<file path="config.mk">
export PLATFORM = sky130hd
export DESIGN_NAME = ps2_amiga_keymap
export DESIGN_NICKNAME = d
export VERILOG_FILES = /design/src/source/ps2_amiga_keymap_pkg.sv /design/src/source/joystick_emu.sv /design/src/source/key_queue.sv /design/src/source/ps2_amiga_keymap.sv /design/src/source/scan_code_table.sv /design/src/source/scan_decode.sv
export SDC_FILE = /design/constraint.sdc
export NUM_CORES = 1
export LEC_CHECK = 0
export BUFFER_PORTS_ARGS = -buffer_cell sky130_fd_sc_hd__buf_4
export CORE_ASPECT_RATIO = 2
export CORE_MARGIN = 8
export CORE_UTILIZATION = 60
export DETAILED_ROUTE_END_ITERATION = 8
export GPL_ROUTABILITY_DRIVEN = 0
export GPL_TIMING_DRIVEN = 0
export PLACE_DENSITY = 0.79
export SLEW_MARGIN = 20
export SYNTH_ARGS = -nofsm -noshare
export SYNTH_HDL_FRONTEND = slang
export SYNTH_HIERARCHICAL = 1
export SYNTH_SLANG_ARGS = --single-unit
</file>
<file path="constraint.sdc">
create_clock -name clk -period 8 [get_ports clk]
set_input_delay 0 -clock clk [delete_from_list [all_inputs] [get_ports clk]]
set_output_delay 0 -clock clk [all_outputs]
set_load 0.02 [all_outputs]
</file>
<file path="src/source/ps2_amiga_keymap_pkg.sv">
/* shared widths, table entry bit positions, joystick key codes,
   key queue sizing and the prefix tracker enum */
`default_nettype none

package ps2_amiga_keymap_pkg;

   localparam int SCAN_W  = 8;
   localparam int INDEX_W = SCAN_W + 1;
   localparam int ENTRY_W = 16;
   localparam int CODE_W  = 7;
   localparam int JOY_W   = 6;

   typedef logic [SCAN_W-1:0]  scan_byte_t;   // one ps/2 byte
   typedef logic [INDEX_W-1:0] table_index_t; // {extended, byte}
   typedef logic [ENTRY_W-1:0] table_entry_t;
   typedef logic [CODE_W-1:0]  amiga_code_t;
   typedef logic [CODE_W:0]    amiga_key_t;   // {release, code}
   typedef logic [JOY_W-1:0]   joy_t;         // active low

   // table entry bit positions
   localparam int ENTRY_KEY     = 15;
   localparam int ENTRY_CTRL    = 14;
   localparam int ENTRY_LALT    = 13;
   localparam int ENTRY_NUMLOCK = 10;
   localparam int ENTRY_KEYPAD  = 9;
   localparam int ENTRY_PREFIX  = 7;

   // protocol byte kind, only valid with ENTRY_PREFIX set
   localparam int PREFIX_EXT_BIT = 0;
   localparam int PREFIX_REL_BIT = 1;
   localparam int PREFIX_ACK_BIT = 2;

   // arrow keys as amiga codes
   localparam amiga_code_t JOY_KEY_UP    = 7'h4c;
   localparam amiga_code_t JOY_KEY_DOWN  = 7'h4d;
   localparam amiga_code_t JOY_KEY_RIGHT = 7'h4e;
   localparam amiga_code_t JOY_KEY_LEFT  = 7'h4f;

   // joystick line positions
   localparam int JOY_RIGHT = 0;
   localparam int JOY_LEFT  = 1;
   localparam int JOY_DOWN  = 2;
   localparam int JOY_UP    = 3;
   localparam int JOY_FIRE0 = 4;
   localparam int JOY_FIRE1 = 5;

   // key queue
   localparam int KEY_QUEUE_DEPTH = 4;
   localparam int KEY_PTR_W       = $clog2(KEY_QUEUE_DEPTH);
   localparam int KEY_COUNT_W     = $clog2(KEY_QUEUE_DEPTH + 1);

   // bit 0 is the extended part, bit 1 the release part
   typedef enum logic [1:0] {
      PREFIX_NONE    = 2'b00,
      PREFIX_EXT     = 2'b01,
      PREFIX_REL     = 2'b10,
      PREFIX_EXT_REL = 2'b11
   } prefix_state_t;

endpackage

`default_nettype wire

</file>
<file path="src/source/joystick_emu.sv">
/* retires table entries, applies the num lock filter and keeps
   the num lock flag and the emulated joystick lines */
`timescale 1ns/1ps
`default_nettype none

module joystick_emu import ps2_amiga_keymap_pkg::*; (
   input  wire logic         clk,
   input  wire logic         reset,
   input  wire table_entry_t entry,
   input  wire logic         entry_upstroke,
   input  wire logic         entry_valid,
   input  wire logic         queue_ready,
   output logic              entry_take,
   output amiga_key_t        key_in,
   output logic              key_push,
   output logic              numlock,
   output joy_t              joy
);

   amiga_code_t code;
   logic        is_key;
   logic        is_arrow;
   logic        is_ctrl;
   logic        is_lalt;
   logic        blocked;

   assign code   = entry[CODE_W-1:0];
   assign is_key = entry[ENTRY_KEY];

   assign is_arrow = is_key && (code == JOY_KEY_UP || code == JOY_KEY_DOWN ||
                                code == JOY_KEY_LEFT || code == JOY_KEY_RIGHT);
   assign is_ctrl  = is_key && entry[ENTRY_CTRL];
   assign is_lalt  = is_key && entry[ENTRY_LALT];

   // keys owned by the joystick or keypad while num lock is on
   assign blocked = numlock && (entry[ENTRY_KEYPAD] || is_arrow || is_ctrl || is_lalt);

   assign entry_take = entry_valid && queue_ready;
   assign key_push   = entry_take && is_key && !blocked;
   assign key_in     = {entry_upstroke, code};

   always_ff @(posedge clk) begin
      if (reset)
         numlock <= 1'b0;
      else if (entry_take && entry[ENTRY_NUMLOCK] && !entry_upstroke)
         numlock <= !numlock; // toggle on press only
   end

   always_ff @(posedge clk) begin
      if (reset || !numlock) begin
         joy <= '1;
      end else if (entry_take && is_key) begin
         case (code)
            JOY_KEY_LEFT: begin
               joy[JOY_LEFT] <= entry_upstroke;
               if (!entry_upstroke)
                  joy[JOY_RIGHT] <= 1'b1; // opposite side released
            end
            JOY_KEY_RIGHT: begin
               joy[JOY_RIGHT] <= entry_upstroke;
               if (!entry_upstroke)
                  joy[JOY_LEFT] <= 1'b1;
            end
            JOY_KEY_UP: begin
               joy[JOY_UP] <= entry_upstroke;
               if (!entry_upstroke)
                  joy[JOY_DOWN] <= 1'b1;
            end
            JOY_KEY_DOWN: begin
               joy[JOY_DOWN] <= entry_upstroke;
               if (!entry_upstroke)
                  joy[JOY_UP] <= 1'b1;
            end
            default: ;
         endcase
         if (is_ctrl)
            joy[JOY_FIRE0] <= entry_upstroke;
         if (is_lalt)
            joy[JOY_FIRE1] <= entry_upstroke;
      end
   end

endmodule

`default_nettype wire

</file>
<file path="src/source/key_queue.sv">
/* small fifo of amiga key codes with valid/ready output */
`timescale 1ns/1ps
`default_nettype none

module key_queue import ps2_amiga_keymap_pkg::*; (
   input  wire logic       clk,
   input  wire logic       reset,
   input  wire amiga_key_t key_in,
   input  wire logic       key_push,
   output logic            queue_ready,
   output amiga_key_t      key,
   output logic            key_valid,
   input  wire logic       key_ready
);

   amiga_key_t             mem [KEY_QUEUE_DEPTH];
   logic [KEY_PTR_W-1:0]   wr_ptr;
   logic [KEY_PTR_W-1:0]   rd_ptr;
   logic [KEY_COUNT_W-1:0] count;
   logic                   do_push;
   logic                   do_pop;

   assign queue_ready = count != KEY_COUNT_W'(KEY_QUEUE_DEPTH);
   assign key_valid   = count != '0;
   assign key         = mem[rd_ptr]; // oldest entry

   assign do_push = key_push && queue_ready;
   assign do_pop  = key_valid && key_ready;

   always_ff @(posedge clk) begin
      if (reset) begin
         wr_ptr <= '0;
         rd_ptr <= '0;
         count  <= '0;
      end else begin
         if (do_push)
            wr_ptr <= (wr_ptr == KEY_PTR_W'(KEY_QUEUE_DEPTH - 1)) ? '0 : wr_ptr + 1'b1;
         if (do_pop)
            rd_ptr <= (rd_ptr == KEY_PTR_W'(KEY_QUEUE_DEPTH - 1)) ? '0 : rd_ptr + 1'b1;
         if (do_push && !do_pop)
            count <= count + 1'b1;
         else if (do_pop && !do_push)
            count <= count - 1'b1;
      end
   end

   always_ff @(posedge clk) begin
      if (do_push)
         mem[wr_ptr] <= key_in;
   end

endmodule

`default_nettype wire

</file>
<file path="src/source/ps2_amiga_keymap.sv">
/* ps/2 set 2 to amiga keymap top, decode stage, joystick
   emulation and key queue */
`timescale 1ns/1ps
`default_nettype none

module ps2_amiga_keymap import ps2_amiga_keymap_pkg::*; (
   input  wire logic       clk,
   input  wire logic       reset,
   input  wire scan_byte_t scan_code,
   input  wire logic       scan_valid,
   output logic            scan_ready,
   output amiga_key_t      key,
   output logic            key_valid,
   input  wire logic       key_ready,
   output logic            numlock,
   output joy_t            joy
);

   table_entry_t entry;
   logic         entry_upstroke;
   logic         entry_valid;
   logic         entry_take;
   amiga_key_t   key_in;
   logic         key_push;
   logic         queue_ready;

   scan_decode u_scan_decode (
      .clk            (clk),
      .reset          (reset),
      .scan_code      (scan_code),
      .scan_valid     (scan_valid),
      .scan_ready     (scan_ready),
      .entry          (entry),
      .entry_upstroke (entry_upstroke),
      .entry_valid    (entry_valid),
      .entry_take     (entry_take)
   );

   joystick_emu u_joystick_emu (
      .clk            (clk),
      .reset          (reset),
      .entry          (entry),
      .entry_upstroke (entry_upstroke),
      .entry_valid    (entry_valid),
      .queue_ready    (queue_ready),
      .entry_take     (entry_take),
      .key_in         (key_in),
      .key_push       (key_push),
      .numlock        (numlock),
      .joy            (joy)
   );

   key_queue u_key_queue (
      .clk         (clk),
      .reset       (reset),
      .key_in      (key_in),
      .key_push    (key_push),
      .queue_ready (queue_ready),
      .key         (key),
      .key_valid   (key_valid),
      .key_ready   (key_ready)
   );

endmodule

`default_nettype wire

</file>
<file path="src/source/scan_code_table.sv">
/* combinational scan code set 2 to amiga key table,
   indexed by the extended flag and the ps/2 byte */
`timescale 1ns/1ps
`default_nettype none

module scan_code_table import ps2_amiga_keymap_pkg::*; (
   input  wire table_index_t index,
   output table_entry_t      entry
);

   always_comb begin
      case (index)
         9'h001: entry = 16'h8058; // F9
         9'h003: entry = 16'h8054; // F5
         9'h004: entry = 16'h8052; // F3
         9'h005: entry = 16'h8050; // F1
         9'h006: entry = 16'h8051; // F2
         9'h009: entry = 16'h8059; // F10
         9'h00a: entry = 16'h8057; // F8
         9'h00b: entry = 16'h8055; // F6
         9'h00c: entry = 16'h8053; // F4
         9'h00d: entry = 16'h8042; // tab
         9'h00e: entry = 16'h8000; // backtick
         9'h011: entry = 16'ha064; // left alt
         9'h012: entry = 16'h8060; // left shift
         9'h014: entry = 16'hc063; // control
         9'h015: entry = 16'h8010;
         9'h016: entry = 16'h8001; // 1
         9'h01a: entry = 16'h8031;
         9'h01b: entry = 16'h8021;
         9'h01c: entry = 16'h8020; // a
         9'h01d: entry = 16'h8011;
         9'h01e: entry = 16'h8002;
         9'h021: entry = 16'h8033;
         9'h022: entry = 16'h8032;
         9'h023: entry = 16'h8022;
         9'h024: entry = 16'h8012;
         9'h025: entry = 16'h8004;
         9'h026: entry = 16'h8003;
         9'h029: entry = 16'h8040; // space
         9'h02a: entry = 16'h8034;
         9'h02b: entry = 16'h8023;
         9'h02c: entry = 16'h8014;
         9'h02d: entry = 16'h8013;
         9'h02e: entry = 16'h8005;
         9'h031: entry = 16'h8036;
         9'h032: entry = 16'h8035;
         9'h033: entry = 16'h8025;
         9'h034: entry = 16'h8024;
         9'h035: entry = 16'h8015;
         9'h036: entry = 16'h8006;
         9'h03a: entry = 16'h8037;
         9'h03b: entry = 16'h8026;
         9'h03c: entry = 16'h8016;
         9'h03d: entry = 16'h8007;
         9'h03e: entry = 16'h8008;
         9'h041: entry = 16'h8038; // comma
         9'h042: entry = 16'h8027;
         9'h043: entry = 16'h8017;
         9'h044: entry = 16'h8018;
         9'h045: entry = 16'h800a; // 0
         9'h046: entry = 16'h8009;
         9'h049: entry = 16'h8039; // period
         9'h04a: entry = 16'h803a; // slash
         9'h04b: entry = 16'h8028;
         9'h04c: entry = 16'h8029; // semicolon
         9'h04d: entry = 16'h8019;
         9'h04e: entry = 16'h800b; // minus
         9'h052: entry = 16'h802a; // quote
         9'h054: entry = 16'h801a; // open bracket
         9'h055: entry = 16'h800c; // equals
         9'h058: entry = 16'h8062; // caps lock, plain key now
         9'h059: entry = 16'h8061; // right shift
         9'h05a: entry = 16'h8044; // return
         9'h05b: entry = 16'h801b; // close bracket
         9'h05d: entry = 16'h802b; // iso key next to return
         9'h061: entry = 16'h8030; // iso key next to left shift
         9'h066: entry = 16'h8041; // backspace
         9'h069: entry = 16'h821d; // KP 1
         9'h06b: entry = 16'h822d; // KP 4
         9'h06c: entry = 16'h823d; // KP 7
         9'h070: entry = 16'h820f; // KP 0
         9'h071: entry = 16'h823c; // KP .
         9'h072: entry = 16'h821e; // KP 2
         9'h073: entry = 16'h822e; // KP 5
         9'h074: entry = 16'h822f; // KP 6
         9'h075: entry = 16'h823e; // KP 8
         9'h076: entry = 16'h8045; // escape
         9'h077: entry = 16'h0400; // num lock, no amiga key
         9'h079: entry = 16'h825e; // KP +
         9'h07a: entry = 16'h821f; // KP 3
         9'h07b: entry = 16'h824a; // KP -
         9'h07c: entry = 16'h825d; // KP *
         9'h07d: entry = 16'h823f; // KP 9
         9'h083: entry = 16'h8056; // F7
         // extended half
         9'h111: entry = 16'h8065; // right alt, plain key now
         9'h11f: entry = 16'h8066; // left gui as left amiga
         9'h127: entry = 16'h8067; // right gui as right amiga
         9'h12f: entry = 16'h8067; // apps as right amiga
         9'h14a: entry = 16'h825c; // KP /
         9'h15a: entry = 16'h8243; // KP enter
         9'h16b: entry = 16'h804f; // arrow left
         9'h170: entry = 16'h805f; // insert as help
         9'h171: entry = 16'h8046; // delete
         9'h172: entry = 16'h804d; // arrow down
         9'h174: entry = 16'h804e; // arrow right
         9'h175: entry = 16'h804c; // arrow up
         // protocol bytes, same in both halves
         9'h0e0, 9'h1e0: entry = 16'h0081; // extended prefix
         9'h0f0, 9'h1f0: entry = 16'h0082; // release prefix
         9'h0fa, 9'h1fa: entry = 16'h0084; // acknowledge
         default: entry = '0;
      endcase
   end

endmodule

`default_nettype wire

</file>
<file path="src/source/scan_decode.sv">
/* input handshake, E0/F0 prefix tracking and the registered table
   entry that forms the pipeline stage */
`timescale 1ns/1ps
`default_nettype none

module scan_decode import ps2_amiga_keymap_pkg::*; (
   input  wire logic       clk,
   input  wire logic       reset,
   input  wire scan_byte_t scan_code,
   input  wire logic       scan_valid,
   output logic            scan_ready,
   output table_entry_t    entry,
   output logic            entry_upstroke,
   output logic            entry_valid,
   input  wire logic       entry_take
);

   prefix_state_t prefix_state;
   prefix_state_t prefix_next;
   table_entry_t  lookup;
   logic          ext_flag;
   logic          rel_flag;
   logic          accept;
   logic          is_ext;
   logic          is_rel;
   logic          is_ack;

   assign ext_flag = (prefix_state == PREFIX_EXT) || (prefix_state == PREFIX_EXT_REL);
   assign rel_flag = (prefix_state == PREFIX_REL) || (prefix_state == PREFIX_EXT_REL);

   scan_code_table u_scan_code_table (
      .index (table_index_t'({ext_flag, scan_code})),
      .entry (lookup)
   );

   assign scan_ready = !entry_valid || entry_take; // stage empty or draining
   assign accept     = scan_valid && scan_ready;

   assign is_ext = lookup[ENTRY_PREFIX] && lookup[PREFIX_EXT_BIT];
   assign is_rel = lookup[ENTRY_PREFIX] && lookup[PREFIX_REL_BIT];
   assign is_ack = lookup[ENTRY_PREFIX] && lookup[PREFIX_ACK_BIT];

   always_comb begin
      prefix_next = prefix_state;
      if (is_ext)
         prefix_next = rel_flag ? PREFIX_EXT_REL : PREFIX_EXT;
      else if (is_rel)
         prefix_next = ext_flag ? PREFIX_EXT_REL : PREFIX_REL;
      else if (!is_ack)
         prefix_next = PREFIX_NONE; // any real byte ends the sequence
   end

   always_ff @(posedge clk) begin
      if (reset) begin
         prefix_state <= PREFIX_NONE;
         entry_valid  <= 1'b0;
      end else if (accept) begin
         prefix_state <= prefix_next;
         entry_valid  <= 1'b1;
      end else if (entry_take) begin
         entry_valid <= 1'b0;
      end
   end

   // payload, release flag taken before the state update
   always_ff @(posedge clk) begin
      if (accept) begin
         entry          <= lookup;
         entry_upstroke <= rel_flag;
      end
   end

endmodule

`default_nettype wire
</file>
==> results.txt, run 1 <==
switching power: 0.3210 mW
Hold Path Stages: 4
Routed WL: 14390 um
DR vias/cell: 7.262
Fin. Hold Viols: 0
DIE WIDTH: 77.84 um
Fillers: 568
status: complete, but fails checks
DRC viols: 166
cts repair resizes: 0
TNS Setup: 0 ps
final setup vio count: 0
clock share of power: 0.368
P&R area growth vs syn: 14.07%
core area: 0.007488 mm^2
via count: 4524
synthesized area: 0.004589 mm^2
Post-Syn Nets: 505
DRT iter0 DRCs: 1091
Clock Path Buffers: 2
Sequential Power Share: 0.371
area of the multi-input gates: 0.002522 mm^2
fin crit share: 0.4036
Critical Path End Type: flop
Max Cap Viol: 0
Slew Viols, Final: 0
failing checks: design-rule violations
synthesized area per cell: 9.443 um^2
worst slew pin tran: 989.2 ps
clock sink count: 64
Detail Placement HPWL: 9957 um
port bufs: 25
RSZ-0062 raised after global routing: no
Ys Warns: 6
share of cells above drive strength 1: 0.2023
CTS tree: done
Pwr Total: 1.103 mW
total CTS buffers: 9
Final min period: 3229 ps
Ports: 29
Setup CP Type: reg -> reg
Pint: 0.7824 mW
logic gate share of total power: 0.261
DR WL/cell: 23.10 um
CTS clk-pin slew, worst paths: 50 ps
leakage: 1.879 nW
initial antenna violation count: 0
Rows: 45
die area: 0.01087 mm^2
Ant. Diodes: 0
Cells after Synth: 486
root buffer cell: clkbuf_16
crit path DAT: 3430 ps
DIE HEIGHT: 139.7 um
GRT Overall Usage: 0.2705
CP required: 8200 ps
achievable frequency: 309.7 MHz
H-tree depth: 3
worst r2r path cells: 11
Nets: 543
register area: 0.001732 mm^2
relative slew slack: 0.3355
fin util: 0.6991
crit start category: flop
Routed Antenna Nets: 0
sw frac: 0.2909
first-pass GRT wire length: 23340 um
Worst VDD drop: 223.3 uV
CP max FO: 10
initial core utilization: 0.6129
Final Skew: 7.463 ps
Worst Hold Class: in -> reg
drt first pass iters: 9
number of global-route vias before repair: 4385
largest net degree at the start of global routing: 14
grt total ovfl: 0
clk_lat worst skew: 320 ps
PD cells: 210.8 mW/mm^2
hold slack final: 98.55 ps
==> through the flow <==
step | std cells | setup WS, ps | area, um^2
after floorplan | 486 | 5399 | 4589
after global placement | 605 | 4894 | 4895
after detailed placement | 605 | 4915 | 4895
after CTS | 623 | 4893 | 5229
after global routing | 623 | 4604 | 5235
final | 623 | 4771 | 5235
==> worst max-delay path, cell delays in order, from the launching register on <==
cell	delay (ps)
dfxtp_1	320
clkbuf_1	260
buf_4	230
nand3b_1	170
nor2_1	150
a22o_1	270
a221oi_1	380
nand3_1	160
or4_1	630
o31ai_1	280
a31oi_1	140
nor2b_4	140
==> power groups by stage <==
stage	clock [mW]	sequential (mW)	combinational [mW]
floorplan	0	0.408	0.201
global placement	0	0.413	0.273
detailed placement	0	0.414	0.279
CTS	0.410	0.409	0.284
global route	0.424	0.412	0.311
finish	0.406	0.409	0.288
==> state kept, by name (all words and copies together) (netlist names), named ones only <==
register	cells
u_joystick_emu/joy	6
u_joystick_emu/numlock	1
u_key_queue/count	3
u_key_queue/mem	32
u_key_queue/rd_ptr	2
u_key_queue/wr_ptr	2
u_scan_decode/entry	12
u_scan_decode/entry_upstroke	1
u_scan_decode/entry_valid	1
u_scan_decode/prefix_state	2
==> what timing repair did <==
action / CTS / global route
buffers inserted: 0 / 0
endpoints found under the hold margin: 5 / 0
hold buffers: 2 / 0
==> routing by layer <==
metal | vias up | part of all wire | GRT usage
met4 | 0 | 0.066 | 0.1333
met2 | 383 | 0.45 | 0.4015
li1 | 1937 | - | -
met3 | 118 | 0.13 | 0.1084
met5 | - | 0 | 0
met1 | 2086 | 0.36 | 0.3287
==> layout by cell type, fill, tap and decap left out, types with 6 or more instances in the layout <==
cell	count
nand3_1	16
o211ai_1	6
inv_1	8
and3_1	9
ha_1	6
dfxtp_1	19
buf_6	7
nor3_1	17
o22ai_1	8
nor2b_1	14
a31oi_1	9
mux4_2	8
mux2i_1	8
clkbuf_16	9
clkbuf_1	15
o21ai_0	17
nor2_1	44
a211oi_1	7
a21oi_1	20
buf_4	39
nand2_1	27
edfxtp_1	45
nand4_1	16
nand2b_1	10
buf_2	14
or3_1	9
==> area by class of cell <==
type / instances / share of cell area
Tap cell: 94 / 0.02247
Inverter: 8 / 0.005736
Multi-Input combinational cell: 364 / 0.4818
Clock inverter: 5 / 0.01554
Sequential cell: 64 / 0.3308
Clock buffer: 11 / 0.04446
Buffer: 50 / 0.05951
Timing Repair Buffer: 27 / 0.03967
==> final timing paths <==
path                                  from  slack (ps)                             to
max reg2reg  u_scan_decode/prefix_state[0]        4770  u_scan_decode/prefix_state[0]
max          u_scan_decode/prefix_state[0]        4770  u_scan_decode/prefix_state[0]
min reg2reg  u_scan_decode/prefix_state[1]         480  u_scan_decode/prefix_state[1]
min                              key_ready         100          u_key_queue/rd_ptr[0]
(Power assumes the default switching activity.)
==> inputs of run 2 (changes only) <==
==> constraint.sdc (replaced) <==
create_clock -name clk -period 3.05 [get_ports clk]
set_input_delay 0 -clock clk [delete_from_list [all_inputs] [get_ports clk]]
set_output_delay 0 -clock clk [all_outputs]
set_load 0.02 [all_outputs]
==> run 2 against run 1 <==
Against the previous run:
- the run still ends with design-rule violations left
- power increased to 2.6 times the previous value
- wire length increased by 2.2%
- critical path type unchanged
- sequential share of layout area shrank 0.28 points
==> results.txt, run 2 (synthesis gave the netlist of run 1 again) <==
status: complete, but fails checks
failing checks: design-rule violations
H-tree depth: 3 (unchanged)
hold path start: key_ready
worst flop-to-flop path startpoint: u_scan_decode/prefix_state[0]
hold slack final: 94.66 ps (-3.886 ps)
Routed Antenna Nets: 0 (unchanged)
CTS tree: done
DRC viols: 119 (-28%)
Slew Viols, Final: 0 (unchanged)
clock sink count: 64 (unchanged)
switching power: 0.8554 mW (+170%)
CP max FO: 10 (unchanged)
Nets: 543 (unchanged)
finished layout cell area: 0.005280 mm^2 (+0.86%)
logic gate share of total power: 0.264 (+0.003)
Worst VDD drop: 586.8 uV (+160%)
CTS clk-pin slew, worst paths: 50 ps (about the same)
DR vias/cell: 7.295 (+0.46%)
clock share of power: 0.367 (about the same)
Setup CP Type: reg -> reg
DP Area: 0.004895 mm^2 (unchanged)
FF-to-FF End: u_scan_decode/prefix_state[0]
Cells after DPL: 605 (unchanged)
largest net degree at the start of global routing: 14 (unchanged)
Slowest Stage Delay on Critical Path: 600 ps (-30 ps)
core area: 0.007488 mm^2 (unchanged)
die area: 0.01087 mm^2 (unchanged)
slowest stage cell, crit path: or4_4
Ant. Diodes: 0 (unchanged)
worst slew pin tran: 994.9 ps (+5.711 ps)
GRT Overall Usage: 0.2705 (unchanged)
max FFs per register: 32 (unchanged)
Routed WL: 14720 um (+2.2%)
CP Cell Sequence: clkbuf_2 -> buf_4 -> nand3b_1 -> nor2_2 -> a22o_1 -> a221oi_2 -> nand3_1 -> or4_4 -> o31ai_2 -> a31oi_1 -> nor2b_4
clk_lat worst skew: 320 ps (about the same)
P&R area growth vs syn: 15.05%
initial antenna violation count: 0 (unchanged)
port bufs: 25 (unchanged)
number of global-route vias before repair: 4388 (+0.068%)
kind of cell adding the most delay to the critical path: simple AND/OR/NAND/NOR gates
Fin. Hold Viols: 0 (unchanged)
TNS Setup: 0 ps (unchanged)
Sequential Power Share: 0.369 (-0.002)
worst r2r path cells: 11 (unchanged)
DR WL/cell: 23.62 um (+2.2%)
Final min period: 2937 ps (-292.1 ps)
Rows: 45 (unchanged)
Hold Path Stages: 4 (unchanged)
initial core utilization: 0.6129 (unchanged)
Hold Crit Endpoint: u_key_queue/rd_ptr[0]
worst path bufs/invs: 2 (unchanged)
Detail Placement HPWL: 9957 um (unchanged)
fin crit share: 0.9629 (+0.5593)
Max Cap Viol: 0 (unchanged)
DIE WIDTH: 77.84 um (unchanged)
crit path DAT: 3140 ps (-290 ps)
Clock Path Buffers: 2 (unchanged)
leakage: 1.887 nW (+0.42%)
setup slack, reg-to-reg: 110 ps (-4660 ps)
sw frac: 0.2938 (+0.002835)
DRT iter0 DRCs: 1084 (-0.64%)
most common cell after layout, fill and taps aside: edfxtp_1
drt first pass iters: 9 (unchanged)
via count: 4545 (+0.46%)
most frequent cells in the layout: edfxtp_1, nor2_1, buf_4
DIE HEIGHT: 139.7 um (unchanged)
final setup vio count: 0 (unchanged)
crit start category: flop
biggest regs: u_key_queue/mem: 32 flops, u_scan_decode/entry: 12 flops, u_joystick_emu/joy: 6 flops
share of cells above drive strength 1: 0.2193 (+0.01701)
Ports: 29 (unchanged)
root buffer cell: clkbuf_16
PD cells: 551.4 mW/mm^2 (+160%)
achievable frequency: 340.5 MHz (+9.9%)
CP required: 3250 ps (-4950 ps)
total CTS buffers: 9 (unchanged)
first-pass GRT wire length: 23330 um (about the same)
Largest Register: u_key_queue/mem
Post-Layout Cell Count: 623 (unchanged)
Critical Path End Type: flop
Worst Hold Class: in -> reg
Final Skew: 6.926 ps (-0.5373 ps)
relative slew slack: 0.3316 (-0.003837)
Pint: 2.056 mW (+160%)
grt total ovfl: 0 (unchanged)
[run 2: timing repair]
action / 4_1_cts / 5_1_grt
gates resized for setup: 2 / 8
hold buffers: 2 / 0
endpoints found under the setup margin: 3 / 3
setup buffers: 0 / 0
hold endpoints to repair: 5 / 0
[run 2: tightest hold or removal path, stage by stage]
cell and delay [ps]:
buf_4 80, o31ai_1 110, nand2_1 90, a21oi_1 80
[run 2: final cells by class]
type / instances / area [um^2]
tap: 94 / 117.6
fill: 560 / 2208
buffer: 50 / 312.8
clock inverter: 5 / 81.33
sequential: 64 / 1732
multi-input combinational: 364 / 2566
inverter: 8 / 30.03
timing repair buffer: 27 / 207.7
clock buffer: 11 / 232.7
[run 2: through the flow]
step                      total power, mW  utilization  setup WS, ps
final                               2.912       0.7051         113.1
after global routing                3.020       0.7051        -11.80
after CTS                           2.893       0.6989         63.38
after detailed placement            1.820       0.6536        -35.40
after global placement              1.800       0.6536        -56.00
after floorplan                     1.597            -         449.5
[run 2: per-layer routing]
metal	global-route usage	share of wire	vias up	wire, um
met1	0.3283	0.36	2079	5248
met2	0.4033	0.45	399	6612
met3	0.1071	0.13	125	1874
li1	-	-	1942	-
met5	0	0	-	0
met4	0.1323	0.067	0	979
[run 2: how the worst max path moves through the flow]
stage	start	to	slack (ps)	cells past startpoint
after floorplan	u_key_queue/count[0]	u_key_queue/count[2]	450	11
after global placement	u_scan_decode/prefix_state[0]	u_scan_decode/prefix_state[0]	-60	11
after detailed placement	u_scan_decode/prefix_state[0]	u_scan_decode/prefix_state[0]	-40	11
after CTS	u_scan_decode/prefix_state[0]	u_scan_decode/prefix_state[0]	60	11
after global routing	u_scan_decode/prefix_state[0]	u_scan_decode/prefix_state[0]	-10	11
final	u_scan_decode/prefix_state[0]	u_scan_decode/prefix_state[0]	110	11
[run 2: power groups by stage]
| stage | logic [mW] | clock network [mW] | registers, mW |
|---|---|---|---|
| after floorplan | 0.526 | 0 | 1.07 |
| after global placement | 0.717 | 0 | 1.08 |
| after detailed placement | 0.733 | 0 | 1.09 |
| after CTS | 0.745 | 1.08 | 1.07 |
| after global routing | 0.825 | 1.11 | 1.08 |
| final | 0.769 | 1.07 | 1.07 |
